===== src/hdl/mem_pkg.sv =====
package mem_pkg;

	// one ram word is one full bus beat
	localparam int WORD_W = 64;

	// one strobe bit per byte lane
	localparam int STRB_W = WORD_W / 8;

	// byte offset bits dropped from every address
	localparam int OFFSET_BITS = $clog2(STRB_W);

	typedef logic [WORD_W-1:0] word_t;
	typedef logic [STRB_W-1:0] strb_t;

	// ram geometry defaults, top level overrides these
	localparam int DEFAULT_DEPTH = 1024;
	localparam logic [31:0] DEFAULT_BASE = 32'h8000_0000;

endpackage


===== src/hdl/axi_pkg.sv =====
package axi_pkg;

	// byte address width on the ar and aw channels
	localparam int ADDR_W = 32;

	// response code carried on r and b
	typedef logic [1:0] resp_t;

	// normal completion
	localparam resp_t OKAY = 2'b00;
	// address decoded but outside the ram
	localparam resp_t SLVERR = 2'b10;

	// read address beat
	typedef struct packed {
		logic [ADDR_W-1:0] addr;
	} ar_t;

	// write address beat
	typedef struct packed {
		logic [ADDR_W-1:0] addr;
	} aw_t;

	// write data beat
	// data and strobe sized from the ram word
	typedef struct packed {
		mem_pkg::word_t data;
		mem_pkg::strb_t strb;
	} w_t;

	// read response beat
	// data is zero when resp is SLVERR
	typedef struct packed {
		mem_pkg::word_t data;
		resp_t resp;
	} r_t;

	// write response beat
	typedef struct packed {
		resp_t resp;
	} b_t;

	// valid and ready travel as separate wires beside these payloads
	// one outstanding beat per channel

endpackage


===== src/hdl/sram_ctrl.sv =====
`timescale 1ns/1ns

module sram_ctrl #(
	parameter int depth = mem_pkg::DEFAULT_DEPTH,
	parameter logic [31:0] base_addr = mem_pkg::DEFAULT_BASE,
	localparam int idx_w = $clog2(depth)
) (
	input logic clk,
	input logic rst,
	input logic ar_valid,
	input axi_pkg::ar_t ar,
	output logic ar_ready,
	input logic aw_valid,
	input axi_pkg::aw_t aw,
	input logic w_valid,
	input axi_pkg::w_t w,
	output logic aw_w_ready,
	output logic rd_en,
	output logic [idx_w-1:0] rd_index,
	input mem_pkg::word_t rd_data,
	output logic wr_en,
	output logic [idx_w-1:0] wr_index,
	output mem_pkg::word_t wr_data,
	output mem_pkg::strb_t wr_strb,
	output logic r_load,
	output axi_pkg::r_t r_payload,
	input logic r_full,
	output logic b_load,
	output axi_pkg::b_t b_payload,
	input logic b_full
);

	typedef enum logic [1:0] {
		rd_idle,
		rd_ram,
		rd_load
	} rd_state_t;

	typedef enum logic {
		wr_idle,
		wr_commit
	} wr_state_t;

	rd_state_t rd_state;
	wr_state_t wr_state;

	// word offset from base, wraps high for addresses below base
	logic [31:0] ar_word;
	logic [31:0] aw_word;
	logic ar_ok;
	logic aw_ok;
	logic ar_fire;
	logic aw_fire;

	// request captured at acceptance
	logic [idx_w-1:0] rd_idx_q;
	logic rd_err_q;
	logic [idx_w-1:0] wr_idx_q;
	logic wr_err_q;
	mem_pkg::word_t wr_data_q;
	mem_pkg::strb_t wr_strb_q;

	assign ar_word = (ar.addr - base_addr) >> mem_pkg::OFFSET_BITS;
	assign aw_word = (aw.addr - base_addr) >> mem_pkg::OFFSET_BITS;
	assign ar_ok = ar_word < 32'(depth);
	assign aw_ok = aw_word < 32'(depth);

	// accept only when idle and the response slot is free
	assign ar_ready = (rd_state == rd_idle) && !r_full;
	assign aw_w_ready = (wr_state == wr_idle) && !b_full;
	assign ar_fire = ar_valid && ar_ready;
	// address and data must arrive together
	assign aw_fire = aw_valid && w_valid && aw_w_ready;

	// ram read port, skipped for out-of-range reads
	assign rd_en = (rd_state == rd_ram) && !rd_err_q;
	assign rd_index = rd_idx_q;

	// ram data is valid in the load state
	assign r_load = rd_state == rd_load;
	assign r_payload = '{
		data: rd_err_q ? '0 : rd_data,
		resp: rd_err_q ? axi_pkg::SLVERR : axi_pkg::OKAY
	};

	// ram write and b response share the commit cycle
	assign wr_en = (wr_state == wr_commit) && !wr_err_q;
	assign wr_index = wr_idx_q;
	assign wr_data = wr_data_q;
	assign wr_strb = wr_strb_q;
	assign b_load = wr_state == wr_commit;
	assign b_payload = '{resp: wr_err_q ? axi_pkg::SLVERR : axi_pkg::OKAY};

	// read FSM, idle then ram read then slot load
	always_ff @(posedge clk) begin
		if (rst) begin
			rd_state <= rd_idle;
		end else begin
			case (rd_state)
				rd_idle: begin
					if (ar_fire) begin
						rd_state <= rd_ram;
					end
				end
				rd_ram: rd_state <= rd_load;
				rd_load: rd_state <= rd_idle;
				default: rd_state <= rd_idle;
			endcase
		end
	end

	// write FSM, one commit cycle per accepted beat
	always_ff @(posedge clk) begin
		if (rst) begin
			wr_state <= wr_idle;
		end else if (wr_state == wr_idle) begin
			if (aw_fire) begin
				wr_state <= wr_commit;
			end
		end else begin
			wr_state <= wr_idle;
		end
	end

	// request capture
	always_ff @(posedge clk) begin
		if (ar_fire) begin
			rd_idx_q <= ar_word[idx_w-1:0];
			rd_err_q <= !ar_ok;
		end
		if (aw_fire) begin
			wr_idx_q <= aw_word[idx_w-1:0];
			wr_err_q <= !aw_ok;
			wr_data_q <= w.data;
			wr_strb_q <= w.strb;
		end
	end

	// a ram write only ever follows an accepted in-range beat
	a_no_oob_write: assert property (@(posedge clk) disable iff (rst)
		wr_en |-> $past(aw_fire && aw_ok));

	// the read slot is always empty when the read FSM loads it
	a_no_load_full: assert property (@(posedge clk) disable iff (rst)
		r_load |-> !r_full);

endmodule


===== config.mk =====
export PLATFORM = sky130hd
export DESIGN_NAME = sram_ctrl
export DESIGN_NICKNAME = d
export VERILOG_FILES = /design/src/hdl/mem_pkg.sv /design/src/hdl/axi_pkg.sv /design/src/hdl/sram_ctrl.sv
export SDC_FILE = /design/constraint.sdc
export NUM_CORES = 1
export LEC_CHECK = 0
export BUFFER_PORTS_ARGS = -buffer_cell sky130_fd_sc_hd__buf_2
export CAP_MARGIN = 30
export CORE_AREA = 3 3 143 145
export DETAILED_ROUTE_END_ITERATION = 10
export DIE_AREA = 0 0 146 148
export HOLD_SLACK_MARGIN = 0.03
export PLACE_DENSITY = 0.48
export SLEW_MARGIN = 30
export SYNTH_ARGS = -nofsm -noshare
export SYNTH_HDL_FRONTEND = slang
export SYNTH_SLANG_ARGS = --single-unit

===== constraint.sdc =====
create_clock -name clk -period 2.55 [get_ports clk]
set_input_delay 0.255 -clock clk [delete_from_list [all_inputs] [get_ports clk]]
set_output_delay 0.255 -clock clk [all_outputs]
set_load 0.03 [all_outputs]

==> results of run 1 <==
## logic make-up (layout without fill, tap and decap cells)
| group | Yosys count | count (layout) | synth area share (%) |
|---|---|---|---|
| flops | 97 | 97 | 82.2 |
| simple gates | 87 | 87 | 16.0 |
| buf+inv | 11 | 382 | 1.64 |
| other cells | 1 | 5 | 0.107 |
## state kept, by name, summed over array words and instances (netlist names)
name and flops:
wr_data 64, b_load 1, wr_strb 8, wr_err_q 1, rd_state 2, rd_err_q 1, rd_index 10, wr_index 10
## stage by stage
step / hold WS, ns / worst slack, ns / instance area [sq um] / std cells
after global placement: 0.431 / 1.07 / 5650 / 818
after floorplan: 0.327 / 0.0542 / 3510 / 197
after global routing: 0.0587 / 0.577 / 5930 / 835
after CTS: 0.0556 / 0.658 / 5920 / 833
final: 0.0783 / 0.693 / 5930 / 836
after detailed placement: 0.433 / 1.04 / 5650 / 818
## cell usage after synthesis
| cell type | n | share of area (%) |
|---|---|---|
| or4_1 | 2 | 0.43 |
| nor4b_2 | 2 | 0.86 |
| nand2b_1 | 1 | 0.18 |
| and3_1 | 1 | 0.18 |
| buf_4 | 4 | 0.86 |
| nor2b_1 | 68 | 12 |
| edfxtp_1 | 94 | 81 |
| dfxtp_1 | 3 | 1.7 |
| nor2_1 | 3 | 0.32 |
| clkbuf_2 | 1 | 0.14 |
| nor3_1 | 1 | 0.14 |
| nor4_1 | 5 | 0.89 |
| clkbuf_1 | 6 | 0.64 |
| nand4_1 | 2 | 0.36 |
| conb_1 | 1 | 0.11 |
| nor4_2 | 1 | 0.36 |
| and2_1 | 1 | 0.18 |
## critical path: cells and delay by family (launching register included)
family | cells | cell delay, ns
buffers and inverters | 2 | 0.70
DFF | 1 | 0.37
and+or+nand+nor | 1 | 0.15
## routing by layer
metal	up-vias	part of all wire, %	GRT usage (%)
met5	-	0.42	0
met4	8	2.8	6.49
met3	38	11	5.58
met2	219	53	21.8
met1	1424	33	11.2
li1	1444	-	-
## layout make-up
class	instances	area, sq um
Fill cell	2023	13400
Sequential cell	97	2880
Timing Repair Buffer	367	1860
Multi-Input combinational cell	89	574
Tap cell	265	332
Clock buffer	9	225
Clock inverter	6	53.8
Antenna cell	3	7.51
## worst paths after layout
kind / from / endpoint / depth (start not counted)
worst max register to register: rd_state[1] / rd_index[2] / 2
worst min-delay path: w[65] / wr_data[57] / 1
worst min register to register: rd_state[0] / rd_state[1] / 2
worst max-delay path: rd_err_q / r_payload[30] / 3
## power groups by stage
| stage | Sequential [mW] | Combinational [mW] | Clock, mW |
|---|---|---|---|
| 2_1_floorplan | 1.94 | 0.134 | 0 |
| 3_3_place_gp | 1.85 | 0.462 | 0 |
| 3_5_place_dp | 1.85 | 0.468 | 0 |
| 4_1_cts | 1.82 | 0.468 | 1.36 |
| 5_1_grt | 1.82 | 0.493 | 1.41 |
| 6_report | 1.81 | 0.460 | 1.29 |
==> summary.md, run 1 <==
| Metric | Value |
|---|---|
| Root Buffer | clkbuf_16 |
| Post-Route Utilization | 30.7% |
| Remaining global-route overflow | 0 |
| Vias in the first global route | 3437 |
| Most frequent cells in the layout | buf_2 (364), edfxtp_1 (94), nor2b_1 (68) |
| Pwr dens | 601 nW/um^2 |
| FF+latch count, synth | 97 |
| Setup bufs post-CTS | 0 |
| Clk buf depth | 2 |
| RSZ-0062 raised after global routing | false |
| Clock Power Share | 36.3% |
| Synth warn | 0 |
| Final hold viol count | 0 |
| Syn Std Cell Area | 3510 sq um |
| DR vias/cell | 3.75 |
| Switching pwr | 0.911 mW |
| Sw Share | 25.5% |
| Setup_tns | 0 ns |
| CTS tree | built |
| Max Clock Freq | 538 MHz |
| Worst Clk Skew | 0.00794 ns |
| Startpoint types | flop |
| Pin count of the biggest net entering global routing | 65 |
| DRC violations left | 0 |
| Internal power | 2.66 mW |
| Pins Over Slew Limit | 0 |
| GRT Util Overall | 12.0% |
| DRT Wirelength | 13.5 mm |
| Post-DR wirelength/cell | 16.2 um |
| Critical path class | reg -> out |
| Syn-to-layout area delta | 69.2% |
| Part of the power in combinational logic | 12.9% |
| TritonCTS Sinks | 97 |
| CTS H-tree depth | 3 |
| CTS Buf Count | 9 |
| Max-cap viol count | 0 |
| Crit-path slowest cell | buf_4 |
| Worst-margin pin slew | 0.613 ns |
| Final ANT Viol Nets | 0 |
| Max FO, Critical Path | 64 |
| Layout cell share with drive strength beyond 1 | 68.0% |
| Width of the die | 146 um |
| CTS clk-pin slew, worst paths | 0.07 ns |
| Clk_lat worst skew | 0.35 ns |
| Setup crit end kind | primary output |
| Hold crit path type | in -> reg |
| Nets@finish | 771 |
| Initial antenna violation count | 8 |
| R2R setup slack | 1.08 ns |
| Leading cell type in the layout, fill and taps excluded | buf_2 |
| CTS resizes | 0 |
| Slew margin rel. | 59.2% |
| CP cell instances | buf_4, nor2b_1, buf_2 |
| Placer Congestion | 0.863 |
| Yosys cell types | 17 |
| Num ports | 373 |
| DIE HEIGHT | 148 um |
| Final period util | 72.8% |
| Cts hold-fix bufs | 0 |
| Total power | 3.57 mW |
| Status | finished, final reports clean |
| First-pass GRT wire length | 19.5 mm |
| Seq/Total Area, Yosys | 82.2% |
| Initial detailed-routing violation count | 60 |
| Syn Area/Cell | 17.9 sq um |
| Port Buffers | 364 |
| Die area | 21600 sq um |
| Area of the core | 19300 sq um |
| Syn Inst Count | 196 |
| Vias | 3133 |
| Delay of the slowest cell on the worst path | 0.49 ns |
| Initial Util | 18.1% |
| Num rows | 51 |
| CP Data Arrival Time | 1.60 ns |
| Final Setup Violations | 0 |
| Sequential power share | 50.9% |
| Drt first pass iters | 4 |
| Lkg Pwr | 2.72 nW |
| Crit path required time | 2.30 ns |
| Tmin final | 1.86 ns |
| HPWL after DPL | 11.5 mm |
| Maximum VDD drop | 0.457 mV |
(Power assumes the default switching activity.)
==> run 2: changes to the inputs <==
--- a/config.mk
+++ b/config.mk
@@ -5,13 +5,14 @@
 export SDC_FILE = /design/constraint.sdc
 export NUM_CORES = 1
 export LEC_CHECK = 0
+export ABC_AREA = 1
 export BUFFER_PORTS_ARGS = -buffer_cell sky130_fd_sc_hd__buf_2
 export CAP_MARGIN = 30
-export CORE_AREA = 3 3 143 145
+export CORE_AREA = 3 3 144 146
 export DETAILED_ROUTE_END_ITERATION = 10
-export DIE_AREA = 0 0 146 148
+export DIE_AREA = 0 0 147 149
 export HOLD_SLACK_MARGIN = 0.03
-export PLACE_DENSITY = 0.48
+export PLACE_DENSITY = 0.47
 export SLEW_MARGIN = 30
 export SYNTH_ARGS = -nofsm -noshare
 export SYNTH_HDL_FRONTEND = slang
==> constraint.sdc (replaced) <==
create_clock -name clk -period 1.8 [get_ports clk]
set_input_delay 0.18 -clock clk [delete_from_list [all_inputs] [get_ports clk]]
set_output_delay 0.18 -clock clk [all_outputs]
set_load 0.03 [all_outputs]
==> run 2 against run 1 <==
Final cell count grew 22%; synthesized area grew 4.7%; die area grew 1.4%; power grew 54%; global-route usage grew 0.90 points; sequential cell count is the same; via count grew 19%; synthesized cell count grew 47%; sequential power grew 42%; hold slack gained 0.0050 ns.
==> summary.md, run 2 <==
| Metric | Value |
|---|---|
| Status | finished, final reports clean |
| Area of the core | 19500 sq um (+0.99%) |
| Final hold viol count | 0 (unchanged) |
| GR met2 Demand/Resource | 25.8% (+4.0 points) |
| TritonCTS Sinks | 97 (unchanged) |
| Seq/Total Area, Yosys | 78.5% (-3.7 points) |
| Syn-to-layout area delta | 92.8% |
| N_diodes | 0 (-3) |
| Lkg Pwr | 3.53 nW (+30%) |
| Initial antenna violation count | 7 (-1) |
| Final Setup Violations | 0 (unchanged) |
| Setup bufs post-CTS | 0 (unchanged) |
| Top FF cell, synth | edfxtp_1 |
| Buffer and inverter count on the worst path | 2 (unchanged) |
| DIE HEIGHT | 149 um (+0.68%) |
| Maximum VDD drop | 0.601 mV (+32%) |
| Vias | 3718 (+19%) |
| Crit path required time | 1.62 ns (-0.68 ns) |
| Syn Inst Count | 288 (+47%) |
| Most frequent cells in the layout | buf_2 (364), edfxtp_1 (94), dlygate4sd3_1 (93) |
| Post-DR wirelength/cell | 14.6 um (-10%) |
| Top post-synthesis cells by count | edfxtp_1 (94), nor2_1 (90), inv_1 (72) |
| Post-placement setup slack | 0.441 ns (-0.597 ns) |
| Setup_tns | 0 ns (unchanged) |
| Clk_lat worst skew | 0.34 ns (about the same) |
| Switching pwr | 1.43 mW (+57%) |
| Remaining global-route overflow | 0 (unchanged) |
| CTS clk-pin slew, worst paths | 0.07 ns (about the same) |
| Dpl cells | 913 (+12%) |
| FF+latch count, synth | 97 (unchanged) |
| Pin count of the biggest net entering global routing | 39 (-40%) |
| CP Data Arrival Time | 1.47 ns (-0.13 ns) |
| Number of flip-flops under the largest register name | 64 (unchanged) |
| Asr flop ratio synth | 0% (unchanged) |
| Initial detailed-routing violation count | 67 (+12%) |
| CTS tree | built |
| Syn Std Cell Area | 3670 sq um (+4.7%) |
| Drt first pass iters | 4 (unchanged) |
| Crit-path slowest cell | edfxtp_1 |
| Clk buf depth | 2 (unchanged) |
| Setup crit end kind | primary output |
| Area contributors post-synth | edfxtp_1 (77%), nor2_1 (9.2%), inv_1 (7.4%) |
| Tmin final | 1.65 ns |
| Internal power | 4.08 mW (+54%) |
| Met3 Track Usage GR | 4.28% (-1.3 points) |
| First-pass GRT wire length | 21.3 mm (+9.5%) |
| Fillers | 1980 (-2.1%) |
| Final period util | 91.5% |
| CTS Buf Count | 9 (unchanged) |
| Worst Clk Skew | 0.00704 ns (-0.000906 ns) |
| Hold crit path type | in -> reg |
| R2R setup slack | 0.46 ns (-0.62 ns) |
| Routing usage on met1 | 12.2% (+1.0 points) |
| Pins Over Slew Limit | 0 (unchanged) |
| CTS H-tree depth | 3 (unchanged) |
| Num ports | 373 (unchanged) |
| DP Area | 5830 sq um (+3.2%) |
| DRC violations left | 0 (unchanged) |
| Max Clock Freq | 607 MHz |
| WHS | 0.0833 ns (+0.00501 ns) |
| Syn Area/Cell | 12.7 sq um (-29%) |
| Sequential Area | 2890 sq um (+0.13%) |
| Leading cell type in the layout, fill and taps excluded | buf_2 |
| Sw Share | 25.9% (+0.38 points) |
| Synth warn | 0 (unchanged) |
| DRT Wirelength | 14.9 mm (+9.9%) |
| GRT Util Overall | 12.9% (+0.90 points) |
| Port Buffers | 364 (unchanged) |
| CTS resizes | 0 (unchanged) |
| Startpoint types | flop |
| DR vias/cell | 3.64 (-2.9%) |
| Part of the power in combinational logic | 16.2% (+3.3 points) |
| Yosys cell types | 11 (-6) |
| Initial Util | 18.8% (+0.67 points) |
| Sequential power share | 46.6% (-4.3 points) |
| HPWL after DPL | 11.8 mm (+2.8%) |
| Fin area | 7080 sq um (+19%) |
| Yosys top cell area share | 76.9% (-3.6 points) |
| Vias in the first global route | 3861 (+12%) |
| Post-synth EDFFs | 94 (unchanged) |
| Nets@finish | 959 (+24%) |
| Die area | 21900 sq um (+1.4%) |
| Width of the die | 147 um (+0.68%) |
| Placer Congestion | 0.774 (-10%) |
| Most common cell in the netlist | edfxtp_1 |
| Root Buffer | clkbuf_16 |
| Post-Layout Cell Count | 1022 (+22%) |
| Final ANT Viol Nets | 0 (unchanged) |
| Largest area contributor in the netlist | edfxtp_1 |
| Pwr dens | 779 nW/um^2 (+29%) |
| Max-cap viol count | 0 (unchanged) |
| CP top delay family | buffers and inverters |
| Max FO, Critical Path | 38 (-41%) |
| Num rows | 51 (unchanged) |
| CP cell instances | buf_4, nor2_1, buf_2 |
| Layout cell share with drive strength beyond 1 | 51.5% (-16 points) |
| RSZ-0062 raised after global routing | false |
| Most Crowded Layer GR | met2 |
| Clock Power Share | 37.2% (+0.9 points) |
| Delay of the slowest cell on the worst path | 0.45 ns (-0.04 ns) |
| Final WS setup | 0.152 ns (-0.540 ns) |
| Multi-input logic area | 432 sq um (-25%) |
| Critical path class | reg -> out |
[run 2: routing by layer]
layer | up-vias | share of wire, %
li1 | 1815 | -
met1 | 1642 | 32
met2 | 234 | 56
met3 | 27 | 9.3
met4 | 0 | 2.3
met5 | - | 0
[run 2: final timing paths]
kind	startpoint	endpoint	cells past startpoint
worst max-delay path	rd_err_q	r_payload[4]	3
worst min-delay path	ar_valid	rd_state[0]	3
worst max register to register	b_load	wr_data[54]	4
worst min register to register	rd_state[0]	rd_state[1]	2
[run 2: cells by family after synthesis]
| logic type | Yosys count | synth area share, % |
|---|---|---|
| and+or+nand+nor | 107 | 11.2 |
| DFF | 97 | 78.5 |
| buffers and inverters | 83 | 10.2 |
| other | 1 | 0.102 |
[run 2: stage by stage]
step	total power [mW]	utilization (%)
6_report	5.51	36.2
3_3_place_gp	3.35	29.8
2_1_floorplan	3.00	-
3_5_place_dp	3.36	29.8
4_1_cts	5.61	36.2
5_1_grt	5.75	36.2
[run 2: cell type report]
class                   instances  share of cell area (%)
repair buffers                463                    40.1
clock inverters                 7                    1.33
multi-input cells             109                    6.10
clock buffers                   9                    3.18
flip-flops and latches         97                    40.8
well taps                     265                    4.68
inverters                      72                    3.87
[run 2: tightest hold or removal path: cells and delay by family]
family / cells / cell delay, ns
and+or+nand+nor: 1 / 0.05
buffers and inverters: 2 / 0.15
[run 2: power groups by stage]
stage | logic [mW] | registers (mW) | clock network [mW]
floorplan | 0.248 | 2.75 | 0
global placement | 0.734 | 2.62 | 0
global route | 0.964 | 2.58 | 2.21
CTS | 0.900 | 2.57 | 2.14
finish | 0.893 | 2.57 | 2.05
detailed placement | 0.737 | 2.62 | 0
[run 2: what timing repair did]
item,CTS,global route
hold buffers,93,0
hold endpoints to repair,94,0
endpoints found under the setup margin,0,0
==> run 3: changes to the inputs <==
--- a/config.mk
+++ b/config.mk
@@ -12,7 +12,7 @@
 export DETAILED_ROUTE_END_ITERATION = 10
 export DIE_AREA = 0 0 147 149
 export HOLD_SLACK_MARGIN = 0.03
-export PLACE_DENSITY = 0.47
+export PLACE_DENSITY = 0.48
 export SLEW_MARGIN = 30
 export SYNTH_ARGS = -nofsm -noshare
 export SYNTH_HDL_FRONTEND = slang
==> constraint.sdc (replaced) <==
create_clock -name clk -period 1.4 [get_ports clk]
set_input_delay 0.14 -clock clk [delete_from_list [all_inputs] [get_ports clk]]
set_output_delay 0.14 -clock clk [all_outputs]
set_load 0.03 [all_outputs]
==> run 3 against run 2 <==
The run now ends with setup timing left; setup slack worse by 0.28 ns; count of clock-buffer cells in the layout unchanged; critical path type unchanged; register-to-register slack got worse by 0.33 ns; final cell count rose by 0.98%; die area unchanged; final area up 9.0%; critical endpoint is now r_payload[23]; highest routed layer unchanged.
==> summary.md, run 3 (synthesized netlist as in run 2, its figures left out) <==
| Metric | Value |
|---|---|
| Part of the power in combinational logic | 18.1% (+1.9 points) |
| Drt first pass iters | 4 (unchanged) |
| Vias in the first global route | 4157 (+7.7%) |
| Internal power | 5.35 mW (+31%) |
| Nets@finish | 963 (+0.42%) |
| DRC violations left | 0 (unchanged) |
| DR vias/cell | 3.67 (+0.92%) |
| First-pass GRT wire length | 22.5 mm (+5.5%) |
| Tmin final | 1.53 ns |
| Max Clock Freq | 656 MHz |
| Final period util | 109% |
| DRT Wirelength | 15.8 mm (+6.1%) |
| Most frequent cells in the layout | buf_2 (299), dlygate4sd3_1 (94), edfxtp_1 (94) |
| Status | finished with violations |
| Lkg Pwr | 3.65 nW (+3.2%) |
| Layout cell share with drive strength beyond 1 | 56.4% (+4.9 points) |
| Syn-to-layout area delta | 110% |
| Clk_lat worst skew | 0.34 ns (about the same) |
| GRT Util Overall | 13.5% (+0.63 points) |
| Die area | 21900 sq um (unchanged) |
| HPWL after DPL | 12.1 mm (+3.1%) |
| Remaining global-route overflow | 0 (unchanged) |
| Num ports | 373 (unchanged) |
| Fin area | 7720 sq um (+9.0%) |
| Delay of the slowest cell on the worst path | 0.38 ns (-0.07 ns) |
| RSZ-0062 raised after global routing | true |
| Maximum VDD drop | 0.650 mV (+8.1%) |
| Clk buf depth | 2 (unchanged) |
| Pin count of the biggest net entering global routing | 41 (+5.1%) |
| CTS clk-pin slew, worst paths | 0.07 ns (about the same) |
| TritonCTS Sinks | 97 (unchanged) |
| Leading cell type in the layout, fill and taps excluded | buf_2 |
| Post-DR wirelength/cell | 15.3 um (+5.1%) |
| CTS tree | built |
| Vias | 3789 (+1.9%) |
| Critical path class | reg -> out |
| Crit path required time | 1.26 ns (-0.36 ns) |
| CP cell instances | buf_6, buf_12, nor2_1, buf_4 |
| Fillers | 1915 (-3.3%) |
| Max-cap viol count | 0 (unchanged) |
| Number of flip-flops under the largest register name | 64 (unchanged) |
| Initial detailed-routing violation count | 67 (unchanged) |
| Startpoint types | flop |
| CTS H-tree depth | 3 (unchanged) |
| Worst Clk Skew | 0.00525 ns (-0.00178 ns) |
| Final hold viol count | 0 (unchanged) |
| Final WS setup | -0.125 ns (-0.278 ns) |
| Setup crit end kind | primary output |
| Placer Congestion | 0.806 (+4.1%) |
| Area of the core | 19500 sq um (unchanged) |
| Sw Share | 26.3% (+0.42 points) |
| Final ANT Viol Nets | 0 (unchanged) |
| Pwr dens | 941 nW/um^2 (+21%) |
| Max FO, Critical Path | 33 (-13%) |
| CTS Buf Count | 9 (unchanged) |
| Final Setup Violations | 63 (+63) |
| Initial antenna violation count | 8 (+1) |
| DIE HEIGHT | 149 um (unchanged) |
| Pins Over Slew Limit | 0 (unchanged) |
| Width of the die | 147 um (unchanged) |
| CP Data Arrival Time | 1.39 ns (-0.08 ns) |
| Num rows | 51 (unchanged) |
| Initial Util | 18.8% (unchanged) |
| Sequential power share | 45.5% (-1.1 points) |
| Hold crit path type | in -> reg |
| Crit-path slowest cell | edfxtp_1 |
| Failing checks | setup timing |
| Port Buffers | 364 (unchanged) |
| Switching pwr | 1.91 mW (+34%) |
| Post-Route Utilization | 39.5% (+3.3 points) |
| Root Buffer | clkbuf_16 |
| DP Area | 5840 sq um (+0.21%) |
| Clock Power Share | 36.4% (-0.8 points) |
==> run 3: per-layer routing <==
layer | share of wire (%) | vias to the layer above | global-route usage [%]
li1 | - | 1839 | -
met1 | 33 | 1709 | 12.7
met2 | 55 | 224 | 26.8
met3 | 9.6 | 17 | 5.32
met4 | 2.0 | 0 | 4.01
met5 | 0 | - | 0
==> run 3: stage by stage <==
stage	std cells	total power, mW	setup WS, ns	hold WS (ns)	setup TNS [ns]
after floorplan	289	3.85	-0.766	0.203	-63.61
after global placement	913	4.32	0.138	0.316	0
after detailed placement	913	4.33	0.138	0.318	0
after CTS	1026	7.34	-0.106	0.0607	-5.14
after global routing	1028	7.55	-0.175	0.0795	-8.14
final	1032	7.26	-0.125	0.0833	-3.81
==> run 3: critical path: cells and delay by family (launching register included) <==
family,cells,cell delay [ns]
flip-flops,1,0.38
AND/OR/NAND/NOR,1,0.14
buffers and inverters,3,0.52
==> run 3: cell type report <==
cell class                      count  area [sq um]  share of cell area [%]
Inverter                           72           274                    3.55
Timing Repair Buffer              467          3230                    41.9
Tap cell                          265           332                    4.30
Multi-Input combinational cell    109           656                    8.50
Antenna cell                        6          15.0                   0.195
Sequential cell                    97          2890                    37.4
Clock inverter                      7          93.8                    1.22
Clock buffer                        9           225                    2.92
==> run 3: final timing paths <==
check | start | to | slack, ns | depth (start not counted)
worst max register to register | b_load | wr_data[47] | 0.13 | 4
worst min-delay path | r_full | rd_state[0] | 0.08 | 4
worst max-delay path | rd_err_q | r_payload[23] | -0.13 | 4
worst min register to register | rd_state[0] | rd_state[1] | 0.54 | 2
==> run 3: repair_timing <==
item | in CTS | in global routing
hold buffers | 94 | 0
pin swaps | 8 | 8
endpoints found under the hold margin | 95 | 0
setup buffers | 1 | 0
gates cloned | 2 | 0
endpoints found under the setup margin | 65 | 65
resized for setup | 131 | 38
==> run 3: power groups by stage <==
| stage | logic (mW) | registers [mW] | clock network, mW |
|---|---|---|---|
| finish | 1.31 | 3.30 | 2.64 |
| global route | 1.40 | 3.31 | 2.84 |
| CTS | 1.28 | 3.30 | 2.75 |
| detailed placement | 0.960 | 3.37 | 0 |
| global placement | 0.952 | 3.37 | 0 |
| floorplan | 0.319 | 3.53 | 0 |
